`config.mk`:
```
export PLATFORM = sky130hd
export DESIGN_NAME = l2c_port_queue
export DESIGN_NICKNAME = d
export VERILOG_FILES = /design/src/common/l2c_pkg.sv /design/src/l2c_arbiter/l2c_port_queue.sv
export VERILOG_INCLUDE_DIRS = /design/src /design/src/common
export SDC_FILE = /design/constraint.sdc
export NUM_CORES = 1
export LEC_CHECK = 0
export ABC_CLOCK_PERIOD_IN_PS = 4600
export BUFFER_PORTS_ARGS = -buffer_cell sky130_fd_sc_hd__buf_4
export CAP_MARGIN = 40
export CORE_UTILIZATION = 55
export DETAILED_ROUTE_END_ITERATION = 8
export PLACE_DENSITY = 0.89
export SLEW_MARGIN = 20
export SYNTH_ARGS = -nofsm -noshare
export SYNTH_HDL_FRONTEND = slang
export SYNTH_SLANG_ARGS = --single-unit
export TNS_END_PERCENT = 1
```
`constraint.sdc`:
```
create_clock -name i_clk -period 4.6 [get_ports i_clk]
set_input_delay 0.23 -clock i_clk [delete_from_list [all_inputs] [get_ports i_clk]]
set_output_delay 0.23 -clock i_clk [all_outputs]
set_load 0.05 [all_outputs]
```
`src/common/l2c_defs.svh`:
```
`ifndef L2C_DEFS_SVH
`define L2C_DEFS_SVH

// --------------------------------------------------
// interconnect sizing
// --------------------------------------------------

// requesters: 0 L1D, 1 PTW, 2 IC, 3 ELF loader
`define L2C_NUM_PORTS 4

// request queue entries, also the requester's initial credits
`define L2C_REQ_DEPTH 2

// response queue entries per port
`define L2C_RESP_DEPTH 2

// requester-side response buffer size
`define L2C_RESP_CREDITS 2

// --------------------------------------------------
// backing memory
// --------------------------------------------------
`define L2C_RD_LAT 4
`define L2C_MEM_WORDS 256

`endif

```
`src/common/l2c_pkg.sv`:
```
`include "l2c_defs.svh"

package l2c_pkg;

  // --------------------------------------------------
  // field widths
  // --------------------------------------------------
  typedef logic [$clog2(`L2C_MEM_WORDS)-1:0] l2c_addr_t;
  typedef logic [31:0]                       l2c_data_t;
  typedef logic [$bits(l2c_data_t)/8-1:0]    l2c_be_t;
  typedef logic [3:0]                        l2c_tag_t;
  typedef logic [$clog2(`L2C_NUM_PORTS)-1:0] l2c_port_t;

  typedef enum logic {
    M_XRD = 1'b0,
    M_XWR = 1'b1
  } mem_cmd_t;

  // request as seen on a requester port
  typedef struct packed {
    mem_cmd_t  cmd;
    l2c_addr_t addr;
    l2c_tag_t  tag;
    l2c_data_t data;
    l2c_be_t   byte_en;
  } l2c_req_t;

  // request tagged with its source port on the way to memory
  typedef struct packed {
    l2c_port_t port;
    l2c_req_t  req;
  } l2c_mem_req_t;

  typedef struct packed {
    l2c_tag_t  tag;
    l2c_data_t data;
  } l2c_resp_t;

  // port index lets the router steer the response back
  typedef struct packed {
    l2c_port_t port;
    l2c_resp_t resp;
  } l2c_mem_resp_t;

endpackage

```
`src/l2c_arbiter/l2c_port_queue.sv`:
```
`timescale 1ns/1ns
`include "l2c_defs.svh"

module l2c_port_queue
  import l2c_pkg::*;
(
  input  logic     i_clk,
  input  logic     i_msrh_reset_n,

  input  logic     i_req_valid,
  input  l2c_req_t i_req,
  output logic     o_req_credit,

  output logic     o_head_valid,
  output l2c_req_t o_head,
  input  logic     i_pop
);

  localparam int DEPTH = `L2C_REQ_DEPTH;
  localparam int PTR_W = (DEPTH > 1) ? $clog2(DEPTH) : 1;
  localparam int CNT_W = $clog2(DEPTH + 1);

  l2c_req_t         r_entry [DEPTH];
  logic [PTR_W-1:0] r_wr_ptr;
  logic [PTR_W-1:0] r_rd_ptr;
  logic [CNT_W-1:0] r_count;
  logic             w_pop;

  assign o_head_valid = (r_count != '0);
  assign o_head       = r_entry[r_rd_ptr];
  assign w_pop        = i_pop & o_head_valid;

  // pointers and occupancy
  always_ff @(posedge i_clk) begin
    if (i_msrh_reset_n) begin
      r_wr_ptr     <= '0;
      r_rd_ptr     <= '0;
      r_count      <= '0;
      o_req_credit <= 1'b0;
    end else begin
      if (i_req_valid) begin
        r_wr_ptr <= (r_wr_ptr == PTR_W'(DEPTH - 1)) ? '0 : r_wr_ptr + 1'b1;
      end
      if (w_pop) begin
        r_rd_ptr <= (r_rd_ptr == PTR_W'(DEPTH - 1)) ? '0 : r_rd_ptr + 1'b1;
      end
      case ({i_req_valid, w_pop})
        2'b10:   r_count <= r_count + 1'b1;
        2'b01:   r_count <= r_count - 1'b1;
        default: r_count <= r_count;
      endcase
      // one credit back per freed entry, a cycle after the pop
      o_req_credit <= w_pop;
    end
  end

  always_ff @(posedge i_clk) begin
    if (i_req_valid) begin
      r_entry[r_wr_ptr] <= i_req;
    end
  end

endmodule

```
== Yosys cells after proc, flatten, opt, wreduce, memory -nomap -nowiden ==
Memories as Yosys holds them, arrays and structs flattened. A register that Yosys moved wholly into a read port is not among the register bits.
Cells that the tools add are included.
Cells by class
  $add $sub $neg: 4
  equality and inequality tests: 2
  multiplexer cells: 7
  bitwise gates (word level): 1
  reductions and logical operators: 2
Operators with widths (count)
  two-way mux 1 bit: 6
  case mux 2 bit (2 select lines): 1
  nonzero test 2 bit: 2
  adder 1 bit (second input constant): 2
  adder 2 x 1 -> 2 bit (second input constant): 1
  == test 2 x 1 -> 1 bit (second input constant): 1
  == test 2 bit (second input constant): 1
  subtractor 2 x 1 -> 2 bit (second input constant): 1
  bitwise AND 1 bit: 1
Word-level totals
  flip-flop bits (word level): 5
  memory bits (writable): 98
  input port bits: 53
  output and inout bits: 51
  word-level logic and storage cells: 21
  memories: 1
Memory list
  r_entry: words 2, width 49, rd ports 1, clocked after Yosys merged registers in 1, wr ports 1, RTL line l2c_port_queue.sv:23  | l2c_req_t r_entry [DEPTH];

== Depth between registers and ports, before layout ==
  depth in word-level cells: 4
  depth in mapped cells: 6
  mapped depth without buffers: 6

== Worst setup path after synthesis ==
No wires, ideal clock.
  path type: register to register
  start: register r_wr_ptr
  end: memory r_entry[0][0] (netlist bit) (enable)
  setup time: 0.457 ns
  arrival: 2.386 ns
  data required time: 4.143 ns
  slack: 1.757 ns
  stages on the path, launching flop included: 2
  buffers on the path: 0
  period minus slack after synthesis: 2.843 ns
  cells stage by stage: dfxtp_1 nor2_1
RTL lines
  from (decl): RTL line l2c_port_queue.sv:24  | logic [PTR_W-1:0] r_wr_ptr;
  from (signal assigned): RTL line l2c_port_queue.sv:42  | r_wr_ptr <= (r_wr_ptr == PTR_W'(DEPTH - 1)) ? '0 : r_wr_ptr + 1'b1;
  to (decl): RTL line l2c_port_queue.sv:23
Straight into the memory's write port.

==> summary.md <==
| Metric | Value |
|---|---|
| Crit path capture type | output port |
| Tot Pwr | 2598 uW |
| Tcrit/Tclk final | 43.09% |
| Drt initial violations | 95 |
| Clk pwr share | 20.6% |
| P_int | 1685 uW |
| Share of layout cells above drive strength 1 | 58.22% |
| # Post-CTS Setup Buffers | 0 |
| Global-route wire length before repair | 9252 um |
| Sw Share | 35.14% |
| Gpl congestion | 0.6556 |
| Synth cell count leaders | edfxtp_1, mux2_2, dfxtp_1, nor2_1, buf_2 |
| # diodes | 0 |
| Violated checks | design-rule violations |
| # clock sinks | 104 |
| Crit path launch type | flop |
| Clk Latency, worst-skew pair | 350 ps |
| Core Area | 6459 um2 |
| Drt first pass iters | 8 |
| Area grow syn2layout | 27.95% |
| Post-synth EDFFs | 98 |
| Die Wd | 84.64 um |
| H-tree depth | 3 |
| Port Buffer Count | 103 |
| Run status | finished with violations |
| CTS tree | yes |
| Async SR Flop Fraction | 0% |
| Vias per inst | 5.206 |
| Final nets | 341 |
| HPWL Detailed | 3854 um |
| Die Area | 7164 um2 |
| Clock skew | 9.392 ps |
| Worst slew margin | 54.26% |
| Routed length per placed instance | 16.38 um |
| Antenna Nets Post-Route | 0 |
| Root Driver | clkbuf_8 |
| Overall routing resource usage | 17.48% |
| Die Ht | 84.64 um |
| Slew Limit Fails | 0 |
| Count leader, synth | edfxtp_1 |
| Critical path arrival | 1750 ps |
| Number of I/O pins | 104 |
| Crit path time final | 1982 ps |
| Comb power frac | 33.3% |
| Largest net degree at the start of global routing | 50 |
| Final Worst Setup Slack | 2618 ps |
| Cell count after synthesis | 177 |
| Syn nets | 231 |
| Area leader, netlist | edfxtp_1 |
| Residual DRC | 7 |
| Dpl ws | 2839 ps |
| Worst-Margin Slew | 686.1 ps |
| Inserted Clock Buffers | 9 |
| PwrDens | 540.6 nW/um2 |
| Antenna violations before repair | 0 |
| Hold-critical path depth | 1 |
| Final Hold Fails | 0 |
| Clk pin slew, worst setup/hold paths | 100 ps |
| Seq cells post-synth | 104 |
| Maximum VDD drop | 382.9 uV |
| Max cap viols | 0 |
| Worst path required time | 4370 ps |
| Avg Cell Area, Syn | 21.22 um2 |
| Critical path fanouts, max | 49 |
| Initial Util | 58.16% |
| Synthesized area | 3756 um2 |
| Core Rows | 29 |
| WS Path Type | flop to output port |
| Setup TNS | 0 ps |
| # setup viols final | 0 |
| Fmax | 0.5046 GHz |
| Vias in the first global route | 1981 |
| Sw Pwr | 913.0 uW |
| Via Count | 1921 |
| Area contributors post-synth | edfxtp_1, mux2_2, dfxtp_1, nor2_1, xnor2_1 |
| WL final | 6046 um |
| Bufs on Longest Clock Path | 2 |
| Worst hold path class | primary input to flop |
| # hold bufs at CTS | 0 |
| Sequential share of the synthesized area | 81.55% |
| Leak | 0.001797 uW |
| Post-synth cell types | 15 |
| Remaining global-route overflow | 0 |
| FF-to-FF path depth | 2 |
| Sequential power share | 46.0% |
| Post_cts resized | 0 |
| Ys flop type | edfxtp_1 |
| FILL cells | 409 |
| Synth top area share | 78.35% |
| RSZ-0062 raised after global routing | no |
| Synth warnings | 0 |
path summary, 6_finish.rpt:
path                                  endpoint  slack (ps)       start
worst max-delay path                o_head[26]        2620        flop
worst min-delay path            r_entry[1][22]          60   i_req[22]
worst max register to register  r_entry[0][40]        2910    r_wr_ptr
worst min register to register      r_count[1]         510  r_count[1]
critical path: stages (launching register included):
cell and delay (ps):
dfxtp_4 780, mux2_2 420, buf_4 190
kinds of logic after synthesis:
logic type / Yosys count / synth area share (%)
adders and majority gates: 1 / 0.3331
DFF: 104 / 81.55
AOI/OAI and AO/OA: 3 / 0.3996
buffers and inverters: 7 / 0.9992
and+or+nand+nor: 9 / 1.100
muxes: 49 / 14.69
xor gates and xnor gates: 4 / 0.9329
final cells by class:
class | instances | area (um2) | share of cell area [%]
clock buffers | 11 | 131.4 | 2.734
clock inverters | 5 | 57.56 | 1.198
inverters | 2 | 7.507 | 0.1562
multi-input cells | 66 | 665.6 | 13.85
flip-flops and latches | 104 | 3067 | 63.81
well taps | 77 | 96.34 | 2.005
repair buffers | 104 | 780.7 | 16.25
metrics by stage:
step | cell area [um2] | hold WS (ps) | util, % | std cells
after global routing | 4806 | 35.07 | 74.41 | 369
final | 4806 | 57.57 | 74.41 | 369
after floorplan | 3756 | 299.1 | - | 177
after global placement | 4613 | 414.7 | 71.43 | 353
after detailed placement | 4617 | 417.4 | 71.48 | 353
after CTS | 4806 | 40.48 | 74.41 | 369
cells in the final DEF, fill, tap and decap left out:
master / netlist / final
clkbuf_1: 0 / 2
dfxtp_1: 6 / 5
nor2_1: 6 / 5
ha_1: 1 / 1
inv_1: 2 / 2
and2_4: 0 / 1
buf_4: 2 / 104
or2_2: 1 / 1
o21ai_0: 2 / 2
clkinv_4: 0 / 1
edfxtp_1: 98 / 98
clkbuf_8: 0 / 9
xnor2_1: 2 / 2
bufinv_16: 0 / 1
nor2_4: 0 / 1
dfxtp_4: 0 / 1
xor2_1: 2 / 2
mux2_2: 49 / 49
or3_1: 1 / 1
clkinv_1: 0 / 1
clkinvlp_4: 0 / 2
a21oi_1: 1 / 1
registers in the layout, indices dropped and copies added, names as in the netlist, named ones only:
name	cells
o_req_credit	1
r_count	2
r_entry	98
r_rd_ptr	1
r_wr_ptr	1
power by group through the flow:
stage	logic (uW)	registers [uW]	clock network (uW)
3_5_place_dp	867	1220	0
6_report	866	1200	536
4_1_cts	871	1200	549
3_3_place_gp	862	1210	0
5_1_grt	899	1210	576
2_1_floorplan	687	1160	0
per-layer routing:
layer / global-route usage, % / wire length [um] / vias up
li1: - / - / 902
met1: 21.13 / 2427 / 939
met2: 28.68 / 3067 / 70
met3: 6.096 / 460 / 10
met4: 7.704 / 91 / 0
met5: 0 / 0 / -
Note: power is estimated with default switching activity, not from simulation.
