File: config.mk
export PLATFORM = sky130hd
export DESIGN_NAME = l2c_resp_router
export DESIGN_NICKNAME = d
export VERILOG_FILES = /design/src/common/l2c_pkg.sv /design/src/rtl/l2c_resp_router.sv
export VERILOG_INCLUDE_DIRS = /design/src /design/src/common
export SDC_FILE = /design/constraint.sdc
export NUM_CORES = 1
export LEC_CHECK = 0
export ABC_CLOCK_PERIOD_IN_PS = 6550
export BUFFER_PORTS_ARGS = -buffer_cell sky130_fd_sc_hd__buf_2
export CAP_MARGIN = 15
export CORE_ASPECT_RATIO = 0.8
export CORE_MARGIN = 1.5
export CORE_UTILIZATION = 48
export CTS_CLUSTER_SIZE = 10
export DETAILED_ROUTE_END_ITERATION = 16
export GPL_TIMING_DRIVEN = 0
export PLACE_DENSITY = 0.79
export SLEW_MARGIN = 20
export SYNTH_ARGS = -nofsm -noshare
export SYNTH_HDL_FRONTEND = slang
export SYNTH_SLANG_ARGS = --single-unit
File: constraint.sdc
create_clock -name i_clk -period 6.55 [get_ports i_clk]
set_input_delay 0.9825 -clock i_clk [delete_from_list [all_inputs] [get_ports i_clk]]
set_output_delay 0.9825 -clock i_clk [all_outputs]
set_load 0.01 [all_outputs]
File: src/common/l2c_defs.svh
`ifndef L2C_DEFS_SVH
`define L2C_DEFS_SVH

// --------------------------------------------------
// interconnect sizing
// --------------------------------------------------

// requesters: 0 L1D, 1 PTW, 2 IC, 3 ELF loader
`define L2C_NUM_PORTS 4

// request queue entries, also the requester's initial credits
`define L2C_REQ_DEPTH 2

// response queue entries per port
`define L2C_RESP_DEPTH 2

// requester-side response buffer size
`define L2C_RESP_CREDITS 2

// --------------------------------------------------
// backing memory
// --------------------------------------------------
`define L2C_RD_LAT 4
`define L2C_MEM_WORDS 256

`endif

File: src/common/l2c_pkg.sv
`include "l2c_defs.svh"

package l2c_pkg;

  // --------------------------------------------------
  // field widths
  // --------------------------------------------------
  typedef logic [$clog2(`L2C_MEM_WORDS)-1:0] l2c_addr_t;
  typedef logic [31:0]                       l2c_data_t;
  typedef logic [$bits(l2c_data_t)/8-1:0]    l2c_be_t;
  typedef logic [3:0]                        l2c_tag_t;
  typedef logic [$clog2(`L2C_NUM_PORTS)-1:0] l2c_port_t;

  typedef enum logic {
    M_XRD = 1'b0,
    M_XWR = 1'b1
  } mem_cmd_t;

  // request as seen on a requester port
  typedef struct packed {
    mem_cmd_t  cmd;
    l2c_addr_t addr;
    l2c_tag_t  tag;
    l2c_data_t data;
    l2c_be_t   byte_en;
  } l2c_req_t;

  // request tagged with its source port on the way to memory
  typedef struct packed {
    l2c_port_t port;
    l2c_req_t  req;
  } l2c_mem_req_t;

  typedef struct packed {
    l2c_tag_t  tag;
    l2c_data_t data;
  } l2c_resp_t;

  // port index lets the router steer the response back
  typedef struct packed {
    l2c_port_t port;
    l2c_resp_t resp;
  } l2c_mem_resp_t;

endpackage

File: src/rtl/l2c_resp_router.sv
`timescale 1ns/1ns
`include "l2c_defs.svh"

module l2c_resp_router
  import l2c_pkg::*;
(
  input  logic                      i_clk,
  input  logic                      i_msrh_reset_n,

  input  logic                      i_mem_resp_valid,
  input  l2c_mem_resp_t             i_mem_resp,

  output logic [`L2C_NUM_PORTS-1:0] o_slot_free,

  output logic [`L2C_NUM_PORTS-1:0] o_resp_valid,
  output l2c_resp_t                 o_resp [`L2C_NUM_PORTS],
  input  logic [`L2C_NUM_PORTS-1:0] i_resp_credit
);

  localparam int DEPTH = `L2C_RESP_DEPTH;
  localparam int CRED  = `L2C_RESP_CREDITS;
  localparam int PTR_W = (DEPTH > 1) ? $clog2(DEPTH) : 1;
  localparam int CNT_W = $clog2(DEPTH + 1);
  localparam int CRD_W = $clog2(CRED + 1);

  for (genvar p = 0; p < `L2C_NUM_PORTS; p++) begin : g_port
    l2c_resp_t        r_buf [DEPTH];
    logic [PTR_W-1:0] r_wr_ptr;
    logic [PTR_W-1:0] r_rd_ptr;
    logic [CNT_W-1:0] r_count;
    logic [CRD_W-1:0] r_credit;
    logic             r_valid;
    l2c_resp_t        r_resp;
    logic             w_push;
    logic             w_send;

    // steer by the port carried along with the response
    assign w_push = i_mem_resp_valid & (i_mem_resp.port == l2c_port_t'(p));
    // head leaves only while the requester has room for it
    assign w_send = (r_count != '0) & (r_credit != '0);

    always_ff @(posedge i_clk) begin
      if (i_msrh_reset_n) begin
        r_wr_ptr <= '0;
        r_rd_ptr <= '0;
        r_count  <= '0;
        r_credit <= CRD_W'(CRED);
        r_valid  <= 1'b0;
      end else begin
        if (w_push) begin
          r_wr_ptr <= (r_wr_ptr == PTR_W'(DEPTH - 1)) ? '0 : r_wr_ptr + 1'b1;
        end
        if (w_send) begin
          r_rd_ptr <= (r_rd_ptr == PTR_W'(DEPTH - 1)) ? '0 : r_rd_ptr + 1'b1;
        end
        case ({w_push, w_send})
          2'b10:   r_count <= r_count + 1'b1;
          2'b01:   r_count <= r_count - 1'b1;
          default: r_count <= r_count;
        endcase
        case ({w_send, i_resp_credit[p]})
          2'b10:   r_credit <= r_credit - 1'b1;
          2'b01:   r_credit <= r_credit + 1'b1;
          default: r_credit <= r_credit;
        endcase
        r_valid <= w_send;
      end
    end

    always_ff @(posedge i_clk) begin
      if (w_push) begin
        r_buf[r_wr_ptr] <= i_mem_resp.resp;
      end
      if (w_send) begin
        r_resp <= r_buf[r_rd_ptr];
      end
    end

    assign o_slot_free[p]  = w_send;
    assign o_resp_valid[p] = r_valid;
    assign o_resp[p]       = r_resp;
  end

endmodule

[Yosys cells after proc, flatten, opt, wreduce, memory -nomap -nowiden]
Memories as Yosys holds them, arrays and structs flattened. A register that Yosys moved wholly into a read port is not among the register bits.
Cells that the tools add are included.
Storage, ports and cells
  register bits: 28
  RAM bits: 288
  memories: 4
Operators by class
  add/sub/neg operators: 24
  equality and inequality tests: 19
  mux-type cells: 24
  bitwise operators: 8
  reductions and logical operators: 17
Memory list
  g_port[0].r_buf: words 2, bits a word 36, read ports 1, clocked after Yosys merged registers in 1, wr ports 1, RTL line l2c_resp_router.sv:27  | l2c_resp_t r_buf [DEPTH];
  g_port[1].r_buf: words 2, bits a word 36, read ports 1, clocked after Yosys merged registers in 1, wr ports 1, RTL line l2c_resp_router.sv:27
  g_port[2].r_buf: words 2, bits a word 36, read ports 1, clocked after Yosys merged registers in 1, wr ports 1, RTL line l2c_resp_router.sv:27
  g_port[3].r_buf: words 2, bits a word 36, read ports 1, clocked after Yosys merged registers in 1, wr ports 1, RTL line l2c_resp_router.sv:27
Operators with widths (count)
  2-bit case mux with 2 select lines: 8
  2-bit nonzero test: 16
  2-bit == test (second input constant): 10
  2-bit by 1-bit == test with 1-bit output (second input constant): 9
  2-bit by 1-bit adder with 2-bit output (second input constant): 8
  1-bit two-way mux: 16
  2-bit by 1-bit subtractor with 2-bit output (second input constant): 8
  1-bit adder (second input constant): 8
  1-bit AND: 8
  2-bit zero test: 1

[Longest topological paths before layout]
  word-level depth: 4
  gate-level depth with buffers: 6

[Worst setup path before layout]
Ideal clock, no wire load.
  kind: input to register
  start point: in i_mem_resp[37] (netlist name)
  end point: mem g_port[0].r_buf[0][0] (netlist name), enable pin
  setup time: 429 ps
  arrival: 2817 ps
  data required time: 6121 ps
  slack: 3304 ps
  stages on the path: 3
  cells stage by stage: nor3b_2 > inv_1 > nor2_1
Between the ends
  word-level cells in the longest chain between the ends: 4
RTL lines
  from (decl): RTL line l2c_resp_router.sv:11  | input l2c_mem_resp_t i_mem_resp,
  2-bit zero test: RTL line l2c_resp_router.sv:38  | assign w_push = i_mem_resp_valid & (i_mem_resp.port == l2c_port_t'(p));
  1-bit AND: RTL line l2c_resp_router.sv:38
  1-bit two-way mux: RTL line l2c_resp_router.sv:71  | if (w_push) begin
  1-bit two-way mux (implied by the code): RTL line l2c_resp_router.sv:72  | r_buf[r_wr_ptr] <= i_mem_resp.resp;
  to (decl): RTL line l2c_resp_router.sv:27
No other way between the ends.

[Worst setup path after layout]
  start point: reg g_port[1].r_credit[0]
  end point: out o_slot_free[1]
Between the ends
  word-level cells in the longest chain between the ends: 2
RTL lines
  from (decl): RTL line l2c_resp_router.sv:31  | logic [CRD_W-1:0] r_credit;
  from (signal assigned): RTL line l2c_resp_router.sv:47  | r_credit <= CRD_W'(CRED);
  from (signal assigned): RTL line l2c_resp_router.sv:62  | 2'b10: r_credit <= r_credit - 1'b1;
  from (signal assigned): RTL line l2c_resp_router.sv:63  | 2'b01: r_credit <= r_credit + 1'b1;
  2-bit nonzero test: RTL line l2c_resp_router.sv:40  | assign w_send = (r_count != '0) & (r_credit != '0);
  1-bit AND: RTL line l2c_resp_router.sv:40
  to (decl): RTL line l2c_resp_router.sv:13  | output logic [`L2C_NUM_PORTS-1:0] o_slot_free,
No other way between the ends.

==> results.sh <==
export IMPL_grt_overflow=0
export IMPL_setup_tns_ns=0
export IMPL_drtPass1Iterations=4
export IMPL_tightest_slew_ns=0.7675
export IMPL_cts_resized_gates=0
export IMPL_cp_required_ns=5.57
export IMPL_cpPeakStageDelay_ns=0.39
export IMPL_rsz0062_at_grt="false"
export IMPL_synth_top_cell_area_share_pct=81.16
export IMPL_rrSetupSlack_ns=4.36
export IMPL_r2r_start="g_port[1].r_credit[0]"
export IMPL_crit_path_start_kind="register"
export IMPL_antenna_found_initial=0
export IMPL_drive_gt1_share_pct=44.11
export IMPL_netlist_top_cells_area="edfxtp_1 81%, mux2_2 10%, dfxtp_1 3.5%"
export IMPL_gp_congestion=0.7240
export IMPL_synthCells=731
export IMPL_slew_viol_final=0
export IMPL_clockBufferDepth=3
export IMPL_clock_sinks=460
export IMPL_setup_violations_final=0
export IMPL_avgSynthCellArea_sq_um=21.86
export IMPL_finalClockSkew_ns=0.03482
export IMPL_hold_buffers=0
export IMPL_postCtsSetupBuffers=0
export IMPL_arrival_ns=2.16
export IMPL_cts_tree="yes"
export IMPL_diodes=0
export IMPL_path_class="register to output pin"
export IMPL_combPwrFrac_pct=21.1
export IMPL_syn_area_sq_um=15980
export IMPL_io_buffers=195
export IMPL_status="finished clean"
export IMPL_vias=7534
export IMPL_internal_power_mw=6.114
export IMPL_io_pins=197
export IMPL_viasPerCell=5.214
export IMPL_grt_max_degree=37
export IMPL_core_sq_um=32630
export IMPL_power_mw=8.429
export IMPL_path_cells="o22ai_1 > inv_2 > buf_12 > buf_4 > buf_2"
export IMPL_clkTransAtPathRegs_ns=0.05
export IMPL_fin_crit_ns=3.142
export IMPL_syn_num_nets=784
export IMPL_synth_top_area_cell="edfxtp_1"
export IMPL_p_sw_mw=2.315
export IMPL_p_sw_share_pct=27.46
export IMPL_yosys_warnings=0
export IMPL_fin_crit_sh_pct=47.97
export IMPL_htreeDepth=2
export IMPL_crit_start="g_port[1].r_credit[0]"
export IMPL_ant_nets=0
export IMPL_die_w_um=207.0
export IMPL_start_util_pct=48.98
export IMPL_crit_fanout=24
export IMPL_die_height_um=166.2
export IMPL_maxSlewHeadroom_pct=48.71
export IMPL_yosys_register_bits=460
export IMPL_grt_pass1_vias=7931
export IMPL_hold_viol=0
export IMPL_routedWlPerCell_um=22.66
export IMPL_dp_final_hpwl_um=20320
export IMPL_fin_nets=1048
export IMPL_rows=59
export IMPL_crit_path_top_delay_cell="o22ai_1"
export IMPL_area_growth_syn_to_layout_pct=21.21
export IMPL_fillCellCount=2288
export IMPL_yosysUniqueCellTypes=21
export IMPL_endpoint_kind="output pin"
export IMPL_track_usage_pct=19.26
export IMPL_power_density_nw_per_um2=435.1
export IMPL_clock_power_share_pct=30.1
export IMPL_hold_start="g_port[1].r_count[1]"
export IMPL_drc_errors=0
export IMPL_ys_seq_area_share_pct=84.67
export IMPL_vdd_drop_max_uv=268.5
export IMPL_drtIter0Drc=409
export IMPL_path_buf_inv=4
export IMPL_leakagePower_nw=6.757
export IMPL_fmax_mhz=318.2
export IMPL_cts_root_buf="clkbuf_16"
export IMPL_hold_class="register to register"
export IMPL_dieArea_sq_um=34410
export IMPL_drt_total_wl_um=32740
export IMPL_grt_pass1_wl_um=49010
export IMPL_numCtsBuffers=52
export IMPL_p_seq_share_pct=48.8
export IMPL_clock_latency_ns=0.57
export IMPL_cap_viol_max_count=0
export IMPL_critical_path_top_delay_family="buffers and inverters"
==> area by class of cell <==
cell class | count | area [sq um] | area share [%]
Multi-Input combinational cell | 236 | 2292 | 11.83
Inverter | 8 | 30.03 | 0.1550
Sequential cell | 460 | 13530 | 69.86
Timing Repair Buffer | 210 | 1344 | 6.937
Tap cell | 427 | 534.3 | 2.758
Clock inverter | 4 | 55.05 | 0.2842
Clock buffer | 73 | 1401 | 7.234
Buffer | 27 | 182.7 | 0.9430
==> power groups by stage <==
stage	Sequential (mW)	Combinational, mW	Clock (mW)
floorplan	4.35	0.697	0
global placement	4.20	1.66	0
detailed placement	4.16	1.81	0
CTS	4.11	1.82	2.60
global route	4.15	1.92	2.72
finish	4.11	1.78	2.54
==> worst paths after layout <==
| check | endpoint | depth (start not counted) |
|---|---|---|
| worst max-delay path | o_slot_free[1] | 5 |
| worst min register to register | g_port[1].r_count[1] | 2 |
| worst max register to register | g_port[1].r_count[1] | 6 |
| worst min-delay path | g_port[1].r_count[1] | 2 |
==> cells in the mapped netlist <==
cell type / count
buf_2: 5
clkbuf_1: 2
mux2_2: 144
nor3b_2: 1
nor2_1: 27
ha_1: 8
xnor2_1: 8
or3_1: 4
nand3b_1: 2
edfxtp_1: 432
o21ai_0: 8
a21oi_1: 4
nand3_1: 1
buf_4: 20
inv_1: 8
and2_1: 1
o22ai_1: 4
xor2_1: 16
nor3_1: 4
or3b_1: 4
dfxtp_1: 28
==> placed cells by master (no fill, tap or decap) <==
| master | count |
|---|---|
| bufinv_16 | 1 |
| buf_16 | 9 |
| and2_4 | 1 |
| nor2_4 | 7 |
| xnor2_1 | 8 |
| clkbuf_16 | 53 |
| nand3b_1 | 2 |
| nor2_1 | 20 |
| nor3_1 | 4 |
| dfxtp_1 | 28 |
| ha_1 | 8 |
| xor2_1 | 16 |
| clkbuf_1 | 22 |
| nand3_1 | 1 |
| mux2_2 | 144 |
| nor3b_2 | 1 |
| inv_2 | 4 |
| buf_12 | 6 |
| or3b_1 | 4 |
| clkinvlp_4 | 1 |
| buf_2 | 200 |
| a21oi_1 | 4 |
| inv_1 | 4 |
| o21ai_0 | 8 |
| inv_6 | 2 |
| edfxtp_1 | 432 |
| o22ai_1 | 4 |
| or3_1 | 4 |
| buf_4 | 20 |
==> stage by stage <==
step                      utilization (%)  hold slack [ns]  area (sq um)  worst slack (ns)  instances
after floorplan                         -           0.4583         15980             3.304        731
after global placement              53.61           0.4720         17490             1.458       1353
after detailed placement            54.91           0.4891         17920             3.821       1368
after CTS                           59.37           0.5023         19370             3.362       1445
after global routing                59.37           0.5156         19370             3.256       1445
final                               59.37           0.5030         19370             3.408       1445
==> worst register-to-register path: stages (launching register included) <==
cell     delay [ns]
dfxtp_1        0.34
o22ai_1        0.39
inv_2          0.31
buf_12         0.27
ha_1           0.32
or3_1          0.36
a21oi_1        0.14
==> cells by family (layout without fill, tap and decap cells) <==
group / Yosys count / after routing / synth area share, %
XOR/XNOR: 24 / 24 / 1.315
AO/OA/AOI/OAI: 16 / 16 / 0.5323
multiplexers: 144 / 144 / 10.15
flip-flops: 460 / 460 / 84.67
AND/OR/NAND/NOR: 44 / 44 / 1.378
buffers and inverters: 35 / 322 / 1.331
adder cells (fa/ha/maj): 8 / 8 / 0.6263
==> registers in the layout, summed over array words and instances, names as in the netlist <==
signal / count
g_port.r_buf: 288
g_port.r_count: 8
g_port.r_credit: 8
g_port.r_rd_ptr: 4
g_port.r_valid: 4
g_port.r_wr_ptr: 4
o_resp: 144
==> routing by layer <==
layer,wire (um),up-vias,GRT usage [%]
met3,1886,37,3.915
li1,-,3364,-
met2,16300,259,32.51
met1,14140,3874,25.89
met5,0,-,0
met4,410,0,4.537
(Power assumes the default switching activity.)
