### src/common/l2c_defs.svh
`ifndef L2C_DEFS_SVH
`define L2C_DEFS_SVH

// --------------------------------------------------
// interconnect sizing
// --------------------------------------------------

// requesters: 0 L1D, 1 PTW, 2 IC, 3 ELF loader
`define L2C_NUM_PORTS 4

// request queue entries, also the requester's initial credits
`define L2C_REQ_DEPTH 2

// response queue entries per port
`define L2C_RESP_DEPTH 2

// requester-side response buffer size
`define L2C_RESP_CREDITS 2

// --------------------------------------------------
// backing memory
// --------------------------------------------------
`define L2C_RD_LAT 4
`define L2C_MEM_WORDS 256

`endif

### src/common/l2c_pkg.sv
`include "l2c_defs.svh"

package l2c_pkg;

  // --------------------------------------------------
  // field widths
  // --------------------------------------------------
  typedef logic [$clog2(`L2C_MEM_WORDS)-1:0] l2c_addr_t;
  typedef logic [31:0]                       l2c_data_t;
  typedef logic [$bits(l2c_data_t)/8-1:0]    l2c_be_t;
  typedef logic [3:0]                        l2c_tag_t;
  typedef logic [$clog2(`L2C_NUM_PORTS)-1:0] l2c_port_t;

  typedef enum logic {
    M_XRD = 1'b0,
    M_XWR = 1'b1
  } mem_cmd_t;

  // request as seen on a requester port
  typedef struct packed {
    mem_cmd_t  cmd;
    l2c_addr_t addr;
    l2c_tag_t  tag;
    l2c_data_t data;
    l2c_be_t   byte_en;
  } l2c_req_t;

  // request tagged with its source port on the way to memory
  typedef struct packed {
    l2c_port_t port;
    l2c_req_t  req;
  } l2c_mem_req_t;

  typedef struct packed {
    l2c_tag_t  tag;
    l2c_data_t data;
  } l2c_resp_t;

  // port index lets the router steer the response back
  typedef struct packed {
    l2c_port_t port;
    l2c_resp_t resp;
  } l2c_mem_resp_t;

endpackage

### src/l2c_arbiter/l2c_arbiter.sv
`timescale 1ns/1ns
`include "l2c_defs.svh"

module l2c_arbiter
  import l2c_pkg::*;
(
  input  logic                      i_clk,
  input  logic                      i_msrh_reset_n,

  input  logic [`L2C_NUM_PORTS-1:0] i_head_valid,
  input  l2c_req_t                  i_head [`L2C_NUM_PORTS],
  output logic [`L2C_NUM_PORTS-1:0] o_pop,

  input  logic [`L2C_NUM_PORTS-1:0] i_slot_free,

  output logic                      o_mem_req_valid,
  output l2c_mem_req_t              o_mem_req
);

  localparam int NUM   = `L2C_NUM_PORTS;
  localparam int SLOTS = `L2C_RESP_DEPTH;
  localparam int CNT_W = $clog2(SLOTS + 1);

  logic [CNT_W-1:0] r_slot_cnt [NUM];
  logic [NUM-1:0]   w_grant;
  logic             w_any;
  l2c_port_t        w_sel;

  // --------------------------------------------------
  // fixed priority, port 0 first
  // --------------------------------------------------
  always_comb begin
    w_grant = '0;
    w_any   = 1'b0;
    w_sel   = '0;
    for (int p = 0; p < NUM; p++) begin
      if (!w_any && i_head_valid[p] && (r_slot_cnt[p] != '0)) begin
        w_any      = 1'b1;
        w_sel      = l2c_port_t'(p);
        w_grant[p] = 1'b1;
      end
    end
  end

  assign o_pop = w_grant;

  // response slots still free in the router, per port
  always_ff @(posedge i_clk) begin
    if (i_msrh_reset_n) begin
      for (int p = 0; p < NUM; p++) begin
        r_slot_cnt[p] <= CNT_W'(SLOTS);
      end
    end else begin
      for (int p = 0; p < NUM; p++) begin
        case ({w_grant[p], i_slot_free[p]})
          2'b10:   r_slot_cnt[p] <= r_slot_cnt[p] - 1'b1;
          2'b01:   r_slot_cnt[p] <= r_slot_cnt[p] + 1'b1;
          default: r_slot_cnt[p] <= r_slot_cnt[p];
        endcase
      end
    end
  end

  // --------------------------------------------------
  // issue register towards memory
  // --------------------------------------------------
  always_ff @(posedge i_clk) begin
    if (i_msrh_reset_n) begin
      o_mem_req_valid <= 1'b0;
    end else begin
      o_mem_req_valid <= w_any;
    end
  end

  always_ff @(posedge i_clk) begin
    if (w_any) begin
      o_mem_req.port <= w_sel;
      o_mem_req.req  <= i_head[w_sel];
    end
  end

endmodule

### config.mk
export PLATFORM = sky130hd
export DESIGN_NAME = l2c_arbiter
export DESIGN_NICKNAME = d
export VERILOG_FILES = /design/src/common/l2c_pkg.sv /design/src/l2c_arbiter/l2c_arbiter.sv
export VERILOG_INCLUDE_DIRS = /design/src /design/src/common
export SDC_FILE = /design/constraint.sdc
export NUM_CORES = 1
export LEC_CHECK = 0
export CAP_MARGIN = 20
export CORE_MARGIN = 8
export CORE_UTILIZATION = 35
export CTS_CLUSTER_SIZE = 20
export DETAILED_ROUTE_END_ITERATION = 6
export DONT_BUFFER_PORTS = 1
export SLEW_MARGIN = 10
export SYNTH_ARGS = -nofsm -noshare
export SYNTH_HDL_FRONTEND = slang
export SYNTH_SLANG_ARGS = --single-unit
### constraint.sdc
create_clock -name i_clk -period 6.7 [get_ports i_clk]
set_input_delay 0.335 -clock i_clk [delete_from_list [all_inputs] [get_ports i_clk]]
set_output_delay 0.335 -clock i_clk [all_outputs]
set_load 0.05 [all_outputs]
# == Word-level counts from Yosys, hierarchy flattened ==
# Memories as Yosys holds them, arrays and structs flattened.
# Index checks and enable logic that the tools add are counted.
# word_totals
reg_bits,52
out_inout_bits,56
mem_count,1
ram_bits,8
# mem_list
memory,depth,word_bits,read_ports,rd_ports_with_merged_regs,write_ports,line_no,text
r_slot_cnt,4,2,4,0,4,l2c_arbiter.sv:24,logic [CNT_W-1:0] r_slot_cnt [NUM];
# classes
n_addsub,8
n_reduce_logical,18
n_bitwise,13
magnitude_cmp,1
eq_ne,8
muxes,63
# op_table
cell,n
$bmux W49 S2,1
$mux W49,2
$mux W1,46
$mux W2,14
$or A1 B1 Y1,12
$add A2 B1 Y2 const B,4
$eq A2 B1 Y1 const B,4
$eq A2 B2 Y1 const B,4
$reduce_bool A2 Y1,4
$reduce_or A2 Y1,4
$sub A2 B1 Y2 const B,4
$logic_and A1 B1 Y1,7
$ge A3 B3 Y1 const B,1
$logic_not A1 Y1,3
$not A2 Y3,1

# == Depth between registers and ports, before layout ==
# Gate-level depths: netlist of the first run.
# An unclocked memory read counts as a cell.
# logic_depth
depth_word,23
ltp_mapped,10
mapped_depth_nobuf,9

# == Least setup slack after synthesis of the first run ==
# Ideal clock, no wire load.
# synth_path
path_type,flip-flop to flip-flop
from,memory r_slot_cnt[2][0] (netlist name)
to,"register o_mem_req[0] (netlist name), enable pin"
slack_ns,4.034
path_stages_with_launch,4
path_buffers,0
arrival_ns,1.933
setup_time_ns,0.733
cell_sequence,edfxtp_1 > o21a_1 > nor2_1 > nand3_1
# synth_rtl
element,line_no,text
"start, declared",l2c_arbiter.sv:24,
"end, declared",l2c_arbiter.sv:17,output l2c_mem_req_t o_mem_req

==> summary.md, run 1 <==
Detailed placement finished with a half-perimeter wire length of 8540 um. For the number of max-capacitance violations reported, the log shows 0. Hold timing on the final database bottoms out at a slack of 0.0790 ns. The shortest clock period the worst path allows after layout was 3.53 ns; the count of unique library cells instantiated by Yosys was 27.

The relative max-transition margin was 28.5%; the setup TNS after final layout was 0 ns. After synthesis, the mean cell area works out to 9.59 um^2. In this run, post-CTS hold repair placed 0 buffers. The die covers 13000 um^2.

The biggest area consumer among synthesized cells was sky130_fd_sc_hd__edfxtp_1. The required time reported for the critical path endpoint was 6.78 ns. The tools report the launch instance of the worst register-to-register path as r_slot_cnt[0][0].

The initialized floorplan defines 35 standard-cell rows. Across all layers, the routed design uses 2785 vias. Once the floorplan was initialized, standard cells occupied 36.2% of the core. After detailed routing, the total wire length is 11100 um.

Cells with a size suffix above 1 make up 8.21% of the layout. The simple-gate share of the synthesized area is 15.4%. The average vias per placed instance works out to 5.93. In this run the biggest area consumer among cell types represents 52.7% of the synthesized area.

Post-synthesis net count: 566. Worst hold path cell count: 1. TritonCTS built the clock tree.

In this run, CTS created clock tree buffers numbering 9. The flow ran to the end, and the final reports show no timing, DRC or antenna violations. In this run the deepest clock path goes through 2 buffers. Clock-pin slew was measured on the worst setup and hold paths at 0.07 ns.

For this design, the sink count on the clock tree is 60. After detailed routing, the number of remaining DRC violations is 0. The class of the most critical setup path is register to register. The global-route usage over all layers was 15.8%; the detailed router's first-iteration violation count was 173.

The final critical path takes up 52.7% of the cycle. During I/O placement, the number of pins put on the boundary was 262. In the post-synthesis netlist, the biggest area contributors are sky130_fd_sc_hd__edfxtp_1, sky130_fd_sc_hd__nand2_1, sky130_fd_sc_hd__a31oi_1, sky130_fd_sc_hd__o22ai_1, sky130_fd_sc_hd__ha_1.

The worst min-delay path endpoint is o_mem_req_valid. The number of port buffers works out to 0. Post-synthesis register bit count: 60. The worst hold path belongs to the class primary input to register.

The x dimension of the die came out at 114 um. At the end of the flow the core is filled with cells to 38.9%. The core region is 9280 um^2. The first global-routing pass estimated 15900 um of wire. After filler insertion, the fill cell instance count of the layout stands at 913. At the pin with the least slew margin, the transition time is 1.07 ns.

The final layout contains 553 nets. For the final database, setup skew stands at 0.00887 ns. The sequential cell area fraction in the yosys report is 53.3%, and the highest fanout seen on the critical path is 52. The leakage power of the design was 0.00132 uW.

Before antenna repair, the detailed router went through 5 iterations. For the post-detailed-route count of antenna-violating nets, the log shows 0. Setup repair after global routing left no endpoint under its margin. STA classifies the critical path endpoint as a register.

The tools report the fmax as 283 MHz. After synthesis, the largest family of logic cells by area is compound AO/OA/AOI/OAI gates. The tools report the master cell of the clock root buffer as sky130_fd_sc_hd__clkbuf_8. The vertical extent of the die is 114 um. The post-detailed-route wirelength per cell is 23.7 um. The logs give 0 for the number of antenna violations at the first check in global routing and 0.33 ns for the insertion delay of the later-clocked pin in the worst-skew pair. The cell area that synthesis handed to floorplanning was 3360 um^2. For this run, the number of Yosys warnings is 0.

Data arrives at the worst endpoint at 3.61 ns. Synthesized netlist cell count: 351. The startpoint class of the critical path is a register.

The logs give 0 for the number of diodes added for antenna fixing and 2871 for the number of global-route vias before repair. Total power for the finished layout comes to 1220 uW. The signed area change from the synthesized netlist to the final layout was 7.33%.

The worst hold path begins at i_msrh_reset_n. Measured against the total synthesized area, the mux share comes to 0.298%. Entering global routing, the biggest net connects 53 pins. The global placer's final weighted congestion is 0.858, and the power density relative to cell area is 338 nW/um^2. The reg2reg setup slack is 3.17 ns, and the post-cts repair resize count is 0.

The final critical-path setup slack is 3.17 ns, and the final hold violation count is 0. The remaining global-route overflow was 0. After Yosys synthesis, XOR and XNOR cells account for 0.781% of the synthesized area. Summing the areas of all fa, ha and maj instances in the mapped netlist gives 3.35% of the synthesized area.

The logs give 3.06 ns for the worst setup timing slack at the placement stage and 0 for the post-CTS setup buffer count. CTS built an H-tree with a depth of 3. The worst register-to-register path has a depth of 9. The tools report the capturing point of the worst reg2reg path as r_slot_cnt[1][1]. The maximum vdd ir drop is 0.000102 V, and the synthesized-area fraction occupied by ao, oa, aoi and oai cells is 20.9%. The logs give 0 for the final max-slew violation count and 0 for the total of endpoints with negative setup slack in the final report.
-- metrics by stage --
step | instances | area [um^2]
global placement | 454 | 3390
CTS | 468 | 3570
finish | 470 | 3610
global route | 470 | 3610
detailed placement | 454 | 3390
floorplan | 351 | 3360
-- worst max-delay path by stage --
stage / startpoint / to / cells past startpoint
6_report: r_slot_cnt[0][0] / r_slot_cnt[1][1] / 9
5_1_grt: r_slot_cnt[0][0] / r_slot_cnt[1][1] / 9
4_1_cts: r_slot_cnt[0][0] / r_slot_cnt[1][1] / 8
3_5_place_dp: r_slot_cnt[0][0] / r_slot_cnt[1][1] / 8
3_3_place_gp: r_slot_cnt[0][0] / r_slot_cnt[1][1] / 8
2_1_floorplan: r_slot_cnt[2][0] / o_mem_req[0] / 3
-- sequential cells by signal, summed over array words and instances, names as in the netlist --
signal / cells
o_mem_req: 51
r_slot_cnt: 8
o_mem_req_valid: 1
-- synth_stat cells --
master	count
sky130_fd_sc_hd__nand2_1	101
sky130_fd_sc_hd__edfxtp_1	59
sky130_fd_sc_hd__a31oi_1	50
sky130_fd_sc_hd__o22ai_1	49
sky130_fd_sc_hd__buf_2	15
sky130_fd_sc_hd__inv_1	10
sky130_fd_sc_hd__nor3_1	10
sky130_fd_sc_hd__ha_1	9
sky130_fd_sc_hd__clkbuf_1	8
sky130_fd_sc_hd__nor2_1	8
sky130_fd_sc_hd__buf_6	5
sky130_fd_sc_hd__o21bai_1	4
sky130_fd_sc_hd__a21oi_1	3
sky130_fd_sc_hd__or2_2	3
sky130_fd_sc_hd__xnor2_1	3
sky130_fd_sc_hd__nand2b_1	2
sky130_fd_sc_hd__nand3_1	2
sky130_fd_sc_hd__dfxtp_1	1
sky130_fd_sc_hd__inv_2	1
sky130_fd_sc_hd__mux2i_1	1
sky130_fd_sc_hd__nand4_1	1
sky130_fd_sc_hd__nor2b_1	1
sky130_fd_sc_hd__o21a_1	1
sky130_fd_sc_hd__o21ai_0	1
sky130_fd_sc_hd__o21ai_2	1
sky130_fd_sc_hd__o21ai_4	1
sky130_fd_sc_hd__or2_1	1
-- layout by cell type (no fill, tap or decap) --
| cell type | Yosys | routed |
|---|---|---|
| sky130_fd_sc_hd__buf_4 | 0 | 2 |
| sky130_fd_sc_hd__nor2_1 | 8 | 8 |
| sky130_fd_sc_hd__o21ai_2 | 1 | 1 |
| sky130_fd_sc_hd__inv_1 | 10 | 10 |
| sky130_fd_sc_hd__inv_2 | 1 | 1 |
| sky130_fd_sc_hd__nand2_1 | 101 | 101 |
| sky130_fd_sc_hd__or2_2 | 3 | 4 |
| sky130_fd_sc_hd__edfxtp_1 | 59 | 59 |
| sky130_fd_sc_hd__a21oi_1 | 3 | 3 |
| sky130_fd_sc_hd__a31oi_1 | 50 | 50 |
| sky130_fd_sc_hd__nand3_2 | 0 | 2 |
| sky130_fd_sc_hd__xnor2_1 | 3 | 3 |
| sky130_fd_sc_hd__o21ai_0 | 1 | 1 |
| sky130_fd_sc_hd__o22ai_1 | 49 | 49 |
| sky130_fd_sc_hd__nand4_1 | 1 | 1 |
| sky130_fd_sc_hd__nor3_1 | 10 | 10 |
| sky130_fd_sc_hd__mux2i_1 | 1 | 1 |
| sky130_fd_sc_hd__nand2b_2 | 0 | 1 |
| sky130_fd_sc_hd__bufinv_16 | 0 | 1 |
| sky130_fd_sc_hd__buf_12 | 0 | 2 |
| sky130_fd_sc_hd__clkinv_2 | 0 | 2 |
| sky130_fd_sc_hd__o21a_1 | 1 | 1 |
| sky130_fd_sc_hd__nand2b_1 | 2 | 1 |
| sky130_fd_sc_hd__ha_1 | 9 | 9 |
| sky130_fd_sc_hd__clkbuf_8 | 0 | 9 |
| sky130_fd_sc_hd__dfxtp_1 | 1 | 1 |
| sky130_fd_sc_hd__o21ai_4 | 1 | 1 |
| sky130_fd_sc_hd__clkinvlp_4 | 0 | 2 |
| sky130_fd_sc_hd__o21bai_1 | 4 | 4 |
| sky130_fd_sc_hd__nor2b_1 | 1 | 1 |
-- report_power, final --
group	switching, uW	internal, uW	leakage, uW
Clock	137	166	0.0000870
Combinational	108	62.0	0.000619
Sequential	247	502	0.000614
Total	492	730	0.00132
-- worst max-delay path, cell delays in order, from the launching register on --
cell and delay (ns):
sky130_fd_sc_hd__edfxtp_1 0.46, sky130_fd_sc_hd__o21ai_4 0.30, sky130_fd_sc_hd__nand2b_2 0.63, sky130_fd_sc_hd__inv_2 0.92
sky130_fd_sc_hd__buf_12 0.24, sky130_fd_sc_hd__ha_1 0.20, sky130_fd_sc_hd__nor2_1 0.05, sky130_fd_sc_hd__nor3_1 0.13
sky130_fd_sc_hd__a21oi_1 0.06, sky130_fd_sc_hd__or2_2 0.27
-- routing by layer --
| metal | vias to the layer above | global-route usage (%) | wire length, um |
|---|---|---|---|
| met2 | 199 | 28.2 | 5730 |
| met3 | 19 | 5.23 | 1240 |
| met5 | - | 0 | 0 |
| met4 | 0 | 6.74 | 195 |
| li1 | 1286 | - | - |
| met1 | 1281 | 16.5 | 3970 |
-- cell families (layout without fill, tap and decap cells) --
kind of cell             Yosys count  after routing
AND/OR/NAND/NOR                  129            129
AO/OA/AOI/OAI                    110            110
flip-flops                        60             60
buffers and inverters             39             29
adder cells (fa/ha/maj)            9              9
XOR/XNOR                           3              3
multiplexers                       1              1
-- cell type report --
cell class              instances  area, um^2  share of cell area [%]
clock buffers                   9         124                    3.43
well taps                     129         161                    4.47
inverters                      11        41.3                    1.14
repair buffers                  4        55.1                    1.52
multi-input cells             252        1380                    38.3
flip-flops and latches         60        1790                    49.6
clock inverters                 5        55.1                    1.52
Power figures use the tool's default switching activity.
==> inputs of run 2 (changes only) <==
clock period = 3.3 ns   (was 6.7 ns; I/O delays follow)
==> summary.md, run 2 (synthesized netlist as in run 1, its figures left out) <==
The highest cell delay on the worst timing path was 0.48 ns (-0.44 ns); the number of antenna violations at the first check in global routing was 0 (unchanged). The worst setup path is of the register to register kind. The register with the most flip-flops was o_mem_req. The logs give 51 (-3.8%) for the pin count of the biggest net entering global routing and 8990 um (+5.3%) for the half-perimeter wire length after detailed placement.

The tools report the maximum clock skew at final layout as 0.00907 ns (+0.000198 ns). The average vias per placed instance is 6.00 (+1.3%), and the H-tree depth reported by CTS is 3 (unchanged). The effective utilization at floorplan was 36.2% (unchanged). The logs give 237 (+37%) for the detailed router's first-iteration violation count and 2863 (+2.8%) for the overall via count from detail_route. TritonCTS built the clock tree. The full die area was 13000 um^2 (unchanged); the setup TNS after final layout was 0 ns (unchanged). The fmax is 453 MHz (+60%), and the shortest clock period the worst path allows after layout is 2.21 ns (-1.32 ns).

The logs give 3036 (+5.7%) for the number of global-route vias before repair and 6 (+1) for the first-pass iteration count of the detailed router. The logs give 0.834 (-2.8%) for the global placer's final weighted congestion and 9280 um^2 (unchanged) for the floorplan core area. The slowest stage of the critical path belongs to the cell sky130_fd_sc_hd__buf_4. The largest registers in the layout are o_mem_req x51, r_slot_cnt x8, o_mem_req_valid x1. The x dimension of the die was 114 um (unchanged).

The tools report the wire length reported by the detailed router as 11600 um (+3.9%). The category of the worst setup path capture point is a register. Clock tree synthesis selected as its root buffer the cell sky130_fd_sc_hd__clkbuf_8. The logs give 262 (unchanged) for the top-level I/O count and 0.34 ns (about the same) for the insertion delay of the later-clocked pin in the worst-skew pair. The run gives 60 (unchanged) as the number of sinks on the clock net. The required time reported for the critical path endpoint is 3.47 ns (-3.31 ns). The remaining global-route overflow came out at 0 (unchanged). The relative max-transition margin came out at 36.7% (+8.1 points). The arrival time of the worst setup path was 2.38 ns (-1.23 ns). Maximum vdd ir drop: 0.000244 V (+140%). The run gives 0 (unchanged) as the post-detailed-route DRC marker count. The critical path goes through o21ai_4 > nand2b_2 > inv_2 > buf_4 > nand2_1 > a31oi_1. The largest buffer count on any clock path is 2 (unchanged).

The number of buffers added by the clock tree synthesis step is 9 (unchanged), and the clock-pin transition on the worst setup and hold timing paths is 0.07 ns (about the same). Share of the clock period used by the worst path: 66.9% (+14 points). The number of diodes added for antenna fixing came out at 0 (unchanged). Highest fanout seen on the critical path: 49 (-5.8%). The number of port buffers was 0 (unchanged).

The total of endpoints with negative setup slack in the final report is 0 (unchanged), and the final max-slew violation count is 0 (unchanged). The tools report the final hold violation count as 0 (unchanged). The signed area change from the synthesized netlist to the final layout is 8.22%. The number of max-capacitance violations reported came out at 0 (unchanged). Setup repair after global routing left no endpoint under its margin. The tools report the total number of nets in the final design as 560 (+1.3%). The power density relative to cell area was 685 nW/um^2 (+100%); the end-of-flow core utilization was 39.2% (+0.32 points).

For the number of rows in the core area, the log shows 35 (unchanged). The worst hold path belongs to the class primary input to register. The vertical extent of the die came out at 114 um (unchanged).

The post-detailed-route wirelength per cell is 24.3 um (+2.4%). Startpoint class of the critical path: a register. In the layout the commonest cells are sky130_fd_sc_hd__nand2_1, sky130_fd_sc_hd__edfxtp_1, sky130_fd_sc_hd__a31oi_1. The proportion of layout cells with a drive suffix above 1 is 9.77% (+1.6 points), and the post-detailed-route count of antenna-violating nets is 0 (unchanged). The slew at the pin closest to its max-slew limit is 0.950 ns (-0.122 ns), and the global-route usage over all layers is 16.6% (+0.81 points).

Leaving out fill and tap cells, the most frequent cell in the layout is sky130_fd_sc_hd__nand2_1. The run finished with clean final reports. The first-pass GRT wire length is 16600 um (+5.0%), and the leakage power of the design is 0.00134 uW (+1.7%).

The flip-flop count of the largest register after layout was 51 (unchanged).
## run 2: cell count changes in the layout (fill, tap and decap cells not counted)
cell	previous run	this run
sky130_fd_sc_hd__buf_12	2	0
sky130_fd_sc_hd__buf_4	2	10
sky130_fd_sc_hd__dlygate4sd3_1	0	1
## run 2: layer usage
metal,track usage (%),up-vias,routed length [um]
li1,-,1296,-
met1,16.8,1351,4050
met2,29.4,191,5900
met3,6.13,25,1320
met4,7.99,0,304
met5,0,-,0
## run 2: worst max-delay path: cells and delay by family, from the launching register on
family | cells | cell delay, ns
buffers and inverters | 2 | 0.73
AOI/OAI and AO/OA | 2 | 0.50
DFF | 1 | 0.46
and+or+nand+nor | 2 | 0.30
## run 2: timing repair
| action | in CTS | in global routing |
|---|---|---|
| buffers inserted | 0 | 0 |
| gates resized for setup | 0 | 0 |
| endpoints found under the hold margin | 6 | 0 |
| hold buffers | 1 | 0 |
## run 2: final timing paths
check	start	end	slack (ns)	cells after the start
max	r_slot_cnt[0][0]	o_mem_req[23]	1.09	6
min	i_msrh_reset_n	r_slot_cnt[2][1]	0.02	1
max reg2reg	r_slot_cnt[0][0]	o_mem_req[23]	1.09	6
min reg2reg	r_slot_cnt[3][0]	r_slot_cnt[3][0]	0.58	1
## run 2: cell type report
| cell class | instances | area (um^2) |
|---|---|---|
| clock inverter | 5 | 55.1 |
| clock buffer | 9 | 124 |
| multi-input combinational | 252 | 1380 |
| timing repair buffer | 11 | 85.1 |
| tap | 129 | 161 |
| sequential | 60 | 1790 |
| fill | 931 | 5640 |
| inverter | 11 | 41.3 |
## run 2: per-stage QoR
| step | power, uW | cells | cell area, um^2 | hold WS (ns) | worst slack, ns |
|---|---|---|---|---|---|
| after global routing | 2600 | 477 | 3640 | 0.00690 | 0.858 |
| after floorplan | 1780 | 351 | 3360 | 0.346 | 0.634 |
| after detailed placement | 1890 | 462 | 3450 | 0.247 | 1.08 |
| after CTS | 2530 | 477 | 3640 | 0.000983 | 1.05 |
| final | 2500 | 477 | 3640 | 0.0216 | 1.09 |
| after global placement | 1870 | 462 | 3450 | 0.245 | 1.12 |
## run 2: power by group
group          leakage (uW)  switching, uW  internal, uW
Combinational      0.000642            220           127
Sequential         0.000614            501          1020
Clock             0.0000870            292           337
==> inputs of run 3 (changes only) <==
ABC_AREA = 1   (was not set)
clock period = 1.81 ns   (was 3.3 ns; I/O delays follow)
==> summary.md, run 3 <==
The run finished, with violations left. The checks that failed: negative setup slack. The number of buffers added by the clock tree synthesis step came out at 9 (unchanged). The shortest clock period the worst path allows after layout is 1.87 ns (-0.334 ns).

Class of the most critical setup path: register to register. The run gives 0 (unchanged) as the number of max-capacitance violations reported. For the effective utilization at floorplan, the log shows 35.8% (-0.45 points). Summed over all instances, the cell type with the most area after synthesis is sky130_fd_sc_hd__edfxtp_1.

By area the synthesized netlist is led by sky130_fd_sc_hd__edfxtp_1, sky130_fd_sc_hd__nand3_1, sky130_fd_sc_hd__inv_1, sky130_fd_sc_hd__nand2_1, sky130_fd_sc_hd__buf_2. The run gives 0 (unchanged) as the final max-slew violation count. In the layout the commonest cells are sky130_fd_sc_hd__inv_1, sky130_fd_sc_hd__nand3_1, sky130_fd_sc_hd__nand2_1. The cell type group with the largest total delay on the critical path is flip-flops.

The commonest cells after synthesis are sky130_fd_sc_hd__inv_1, sky130_fd_sc_hd__nand3_1, sky130_fd_sc_hd__nand2_1, sky130_fd_sc_hd__edfxtp_1, sky130_fd_sc_hd__buf_2. The tools report the sequential cell area fraction in the yosys report as 38.0% (-15 points). The vertical extent of the die was 132 um (+16%); the total number of nets in the final design was 959 (+71%). The most common cell in the synthesized netlist is sky130_fd_sc_hd__inv_1.

The worst hold margin is 0.0419 ns (+0.0203 ns). The run gives 0.00329 uW (+150%) as the leakage power of the design. In the final layout, the registers with the most flip-flops are o_mem_req x51, r_slot_cnt x8, o_mem_req_valid x1.

The worst setup path is launched from a register. For the share of total power in sequential cells, the log shows 49.8% (-11 points). Main flop type after synthesis: sky130_fd_sc_hd__edfxtp_1.

Setup repair after global routing could not meet its margin everywhere. The share of flip-flops with an asynchronous set or reset after synthesis was 0% (unchanged); the number of synthesis warnings was 0 (unchanged). The average vias per placed instance is 4.85 (-19%), and the clock-pin transition on the worst setup and hold timing paths is 0.05 ns (-0.02 ns). The tools report the remaining global-route overflow as 0 (unchanged). The synthesized netlist cell count came out at 710 (+100%). The maximum clock skew at final layout is 0.00443 ns (-0.00464 ns). Startpoint of the lowest-slack hold path: i_head[11]. The end-of-flow core utilization came out at 45.0% (+5.8 points).

Pin count of the biggest net entering global routing: 43 (-16%). For the fmax, the log shows 534 MHz (+18%). The first-pass iteration count of the detailed router came out at 4 (-2).

The number of port buffers came out at 0 (unchanged). The share of total power consumed by net switching was 48.9% (+8.4 points). The relative max-transition margin came out at 62.4% (+26 points).

For the count of unique library cells instantiated by Yosys, the log shows 25 (-7.4%). The most common cell after layout, fill and taps aside is sky130_fd_sc_hd__inv_1. Floorplan core area: 13200 um^2 (+42%). More flip-flops sit in one register than any other, and that register is o_mem_req. The wire length reported by the detailed router was 15100 um (+30%).

The post-detailed-route wirelength per cell was 16.3 um (-33%); the highest cell delay on the worst timing path was 0.42 ns (-0.06 ns). X dimension of the die: 132 um (+16%). The tools report the launching element of the worst setup path as r_slot_cnt[0][1]. The slew at the pin closest to its max-slew limit was 0.565 ns (-0.385 ns); the H-tree depth reported by CTS was 3 (unchanged). The net switching power of the design came out at 4410 uW (+340%). The type of the tightest min-delay check is primary input to register. For the first-pass GRT wire length, the log shows 24200 um (+46%). For the number of antenna violations at the first check in global routing, the log shows 0 (unchanged). For the number of global-route vias before repair, the log shows 4714 (+55%).

The tools report the clock network fraction of total power as 16.5% (-8.7 points). The maximum vdd ir drop was 0.000574 V (+140%). The flip-flop count of the largest register after layout is 51 (unchanged), and the instance count after placement with tap cells included is 897 (+94%). The worst setup path is captured at a register. The half-perimeter wire length after detailed placement came out at 11400 um (+27%). The startpoint identified for the worst register-to-register timing path is r_slot_cnt[0][1]. The post-synthesis area per instance came out at 6.65 um^2 (-31%). The logs give 42 (+20%) for the number of rows in the core area and 17500 um^2 (+34%) for the full die area. Traced cell by cell, the critical path runs through o21ai_4 > buf_6 > inv_6 > nor2_4 > inv_4 > ha_4 > o21ai_2 > inv_1 > nor2_2 > buf_4 > nor2_2. The number of diodes added for antenna fixing was 0 (unchanged); the post-detailed-route DRC marker count was 0 (unchanged).

Overall via count from detail_route: 4490 (+57%). The highest fanout seen on the critical path is 5 (-90%). The post-synthesis net count is 925 (+63%), and the worst setup timing slack at the placement stage is -0.137 ns (-1.22 ns). Share of the synthesized area in the top cell type: 37.5% (-15 points).

The number of synthesized flops with an enable pin is 59 (unchanged), and the required time reported for the critical path endpoint is 1.90 ns (-1.57 ns). The power density relative to cell area is 1520 nW/um^2 (+120%). The run gives 1.96 ns (-0.42 ns) as the arrival time of the worst setup path. The detailed router's first-iteration violation count was 291 (+23%); the post-synthesis register bit count was 60 (unchanged). Final critical-path setup slack: -0.0618 ns (-1.16 ns).

The global placer's final weighted congestion was 0.820 (-1.7%). The top-level I/O count was 262 (unchanged). The insertion delay of the later-clocked pin in the worst-skew pair was 0.33 ns (about the same); the buffers plus inverters on the worst setup path was 5 (+3). The largest buffer count on any clock path was 2 (unchanged). The share of the clock period used by the worst path works out to 103% (+37 points). Counting stages on the worst path, the most repeated cell is sky130_fd_sc_hd__nor2_2. For the count of placed standard cells in the final layout, fillers left out, the log shows 925 (+94%). The master cell of the clock root buffer is sky130_fd_sc_hd__clkbuf_16. For the post-detailed-route count of antenna-violating nets, the log shows 0 (unchanged). The netlist area before placement came out at 4720 um^2 (+40%). The standard cell with the maximum stage delay on the critical path was sky130_fd_sc_hd__edfxtp_1. The number of sinks on the clock net came out at 60 (unchanged).

The proportion of layout cells with a drive suffix above 1 was 16.3% (+6.5 points); the combinational share of power was 33.7% (+20 points). The tools report the total of endpoints with negative setup slack in the final report as 51 (+51). The logs give 4600 uW (+210%) for the internal power summed over all cells and 17.3% (+0.72 points) for the global-route usage over all layers. From synthesis to final layout, the design area changed by 25.8%.

The tools report the final hold violation count as 0 (unchanged). TritonCTS built the clock tree.
==> run 3: cell types whose count changed after synthesis, sizes merged, moves of 4 or more <==
cell    delta
inv      +204
nand3    +194
nand2     +52
a31oi     -50
o22ai     -49
buf       +13
o21ai     +11
nor3       -9
nor2       +4
o21bai     -4
==> run 3: routing by layer <==
layer,routed length (um),track usage (%),share of wire [%],vias to the layer above
met5,0,0,0,-
met1,5840,18.7,39,2053
met3,1190,6.10,7.9,25
met4,405,7.85,2.7,0
met2,7670,29.7,51,173
li1,-,-,-,2239
==> run 3: path summary, 6_finish.rpt <==
path                                          to  slack, ns  depth (start not counted)
worst max-delay path            r_slot_cnt[1][0]      -0.06                         11
worst min-delay path               o_mem_req[11]       0.04                          4
worst max register to register  r_slot_cnt[1][0]      -0.06                         11
worst min register to register  r_slot_cnt[3][0]       0.64                          2
==> run 3: metrics by stage <==
stage,total power [uW],instance area (um^2),setup TNS [ns]
floorplan,6250,4870,-12.78
CTS,9040,5840,-0.672
global route,9560,5940,-8.79
finish,9020,5940,-0.988
detailed placement,7220,5340,-1.83
global placement,7200,5340,-0.949
==> run 3: final cells by class <==
type | count | area (um^2)
clock buffer | 12 | 236
inverter | 215 | 818
multi-input combinational | 394 | 2110
clock inverter | 4 | 16.3
timing repair buffer | 64 | 748
fill | 1360 | 7250
sequential | 60 | 1790
tap | 176 | 220
==> run 3: logic make-up (layout without fill, tap and decap cells) <==
logic type,after synthesis,count (layout),synth area share [%]
compound gates,17,17,2.36
xor+xnor,4,4,0.742
fa+ha+maj,9,9,2.39
buf+inv,256,295,21.8
flops,60,60,38.0
simple gates,364,364,34.8
==> run 3: what timing repair did <==
action                                  in CTS  in global routing
hold buffers                                 1                  0
pin swaps                                   12                  7
gates resized for setup                     30                 24
endpoints found under the hold margin        3                  0
cloned                                       3                  1
setup buffers                                8                  1
endpoints found under the setup margin      77                114
==> run 3: power groups by stage <==
| stage | clock network (uW) | logic, uW | registers [uW] |
|---|---|---|---|
| floorplan | 0 | 1900 | 4350 |
| global placement | 0 | 2680 | 4520 |
| detailed placement | 0 | 2700 | 4520 |
| CTS | 1550 | 2980 | 4520 |
| global route | 1600 | 3410 | 4550 |
| finish | 1490 | 3040 | 4490 |
==> run 3: worst min-delay path: stages <==
cell,delay (ns)
sky130_fd_sc_hd__inv_1,0.02
sky130_fd_sc_hd__nand2_1,0.05
sky130_fd_sc_hd__nand3_1,0.06
sky130_fd_sc_hd__nand2_1,0.05
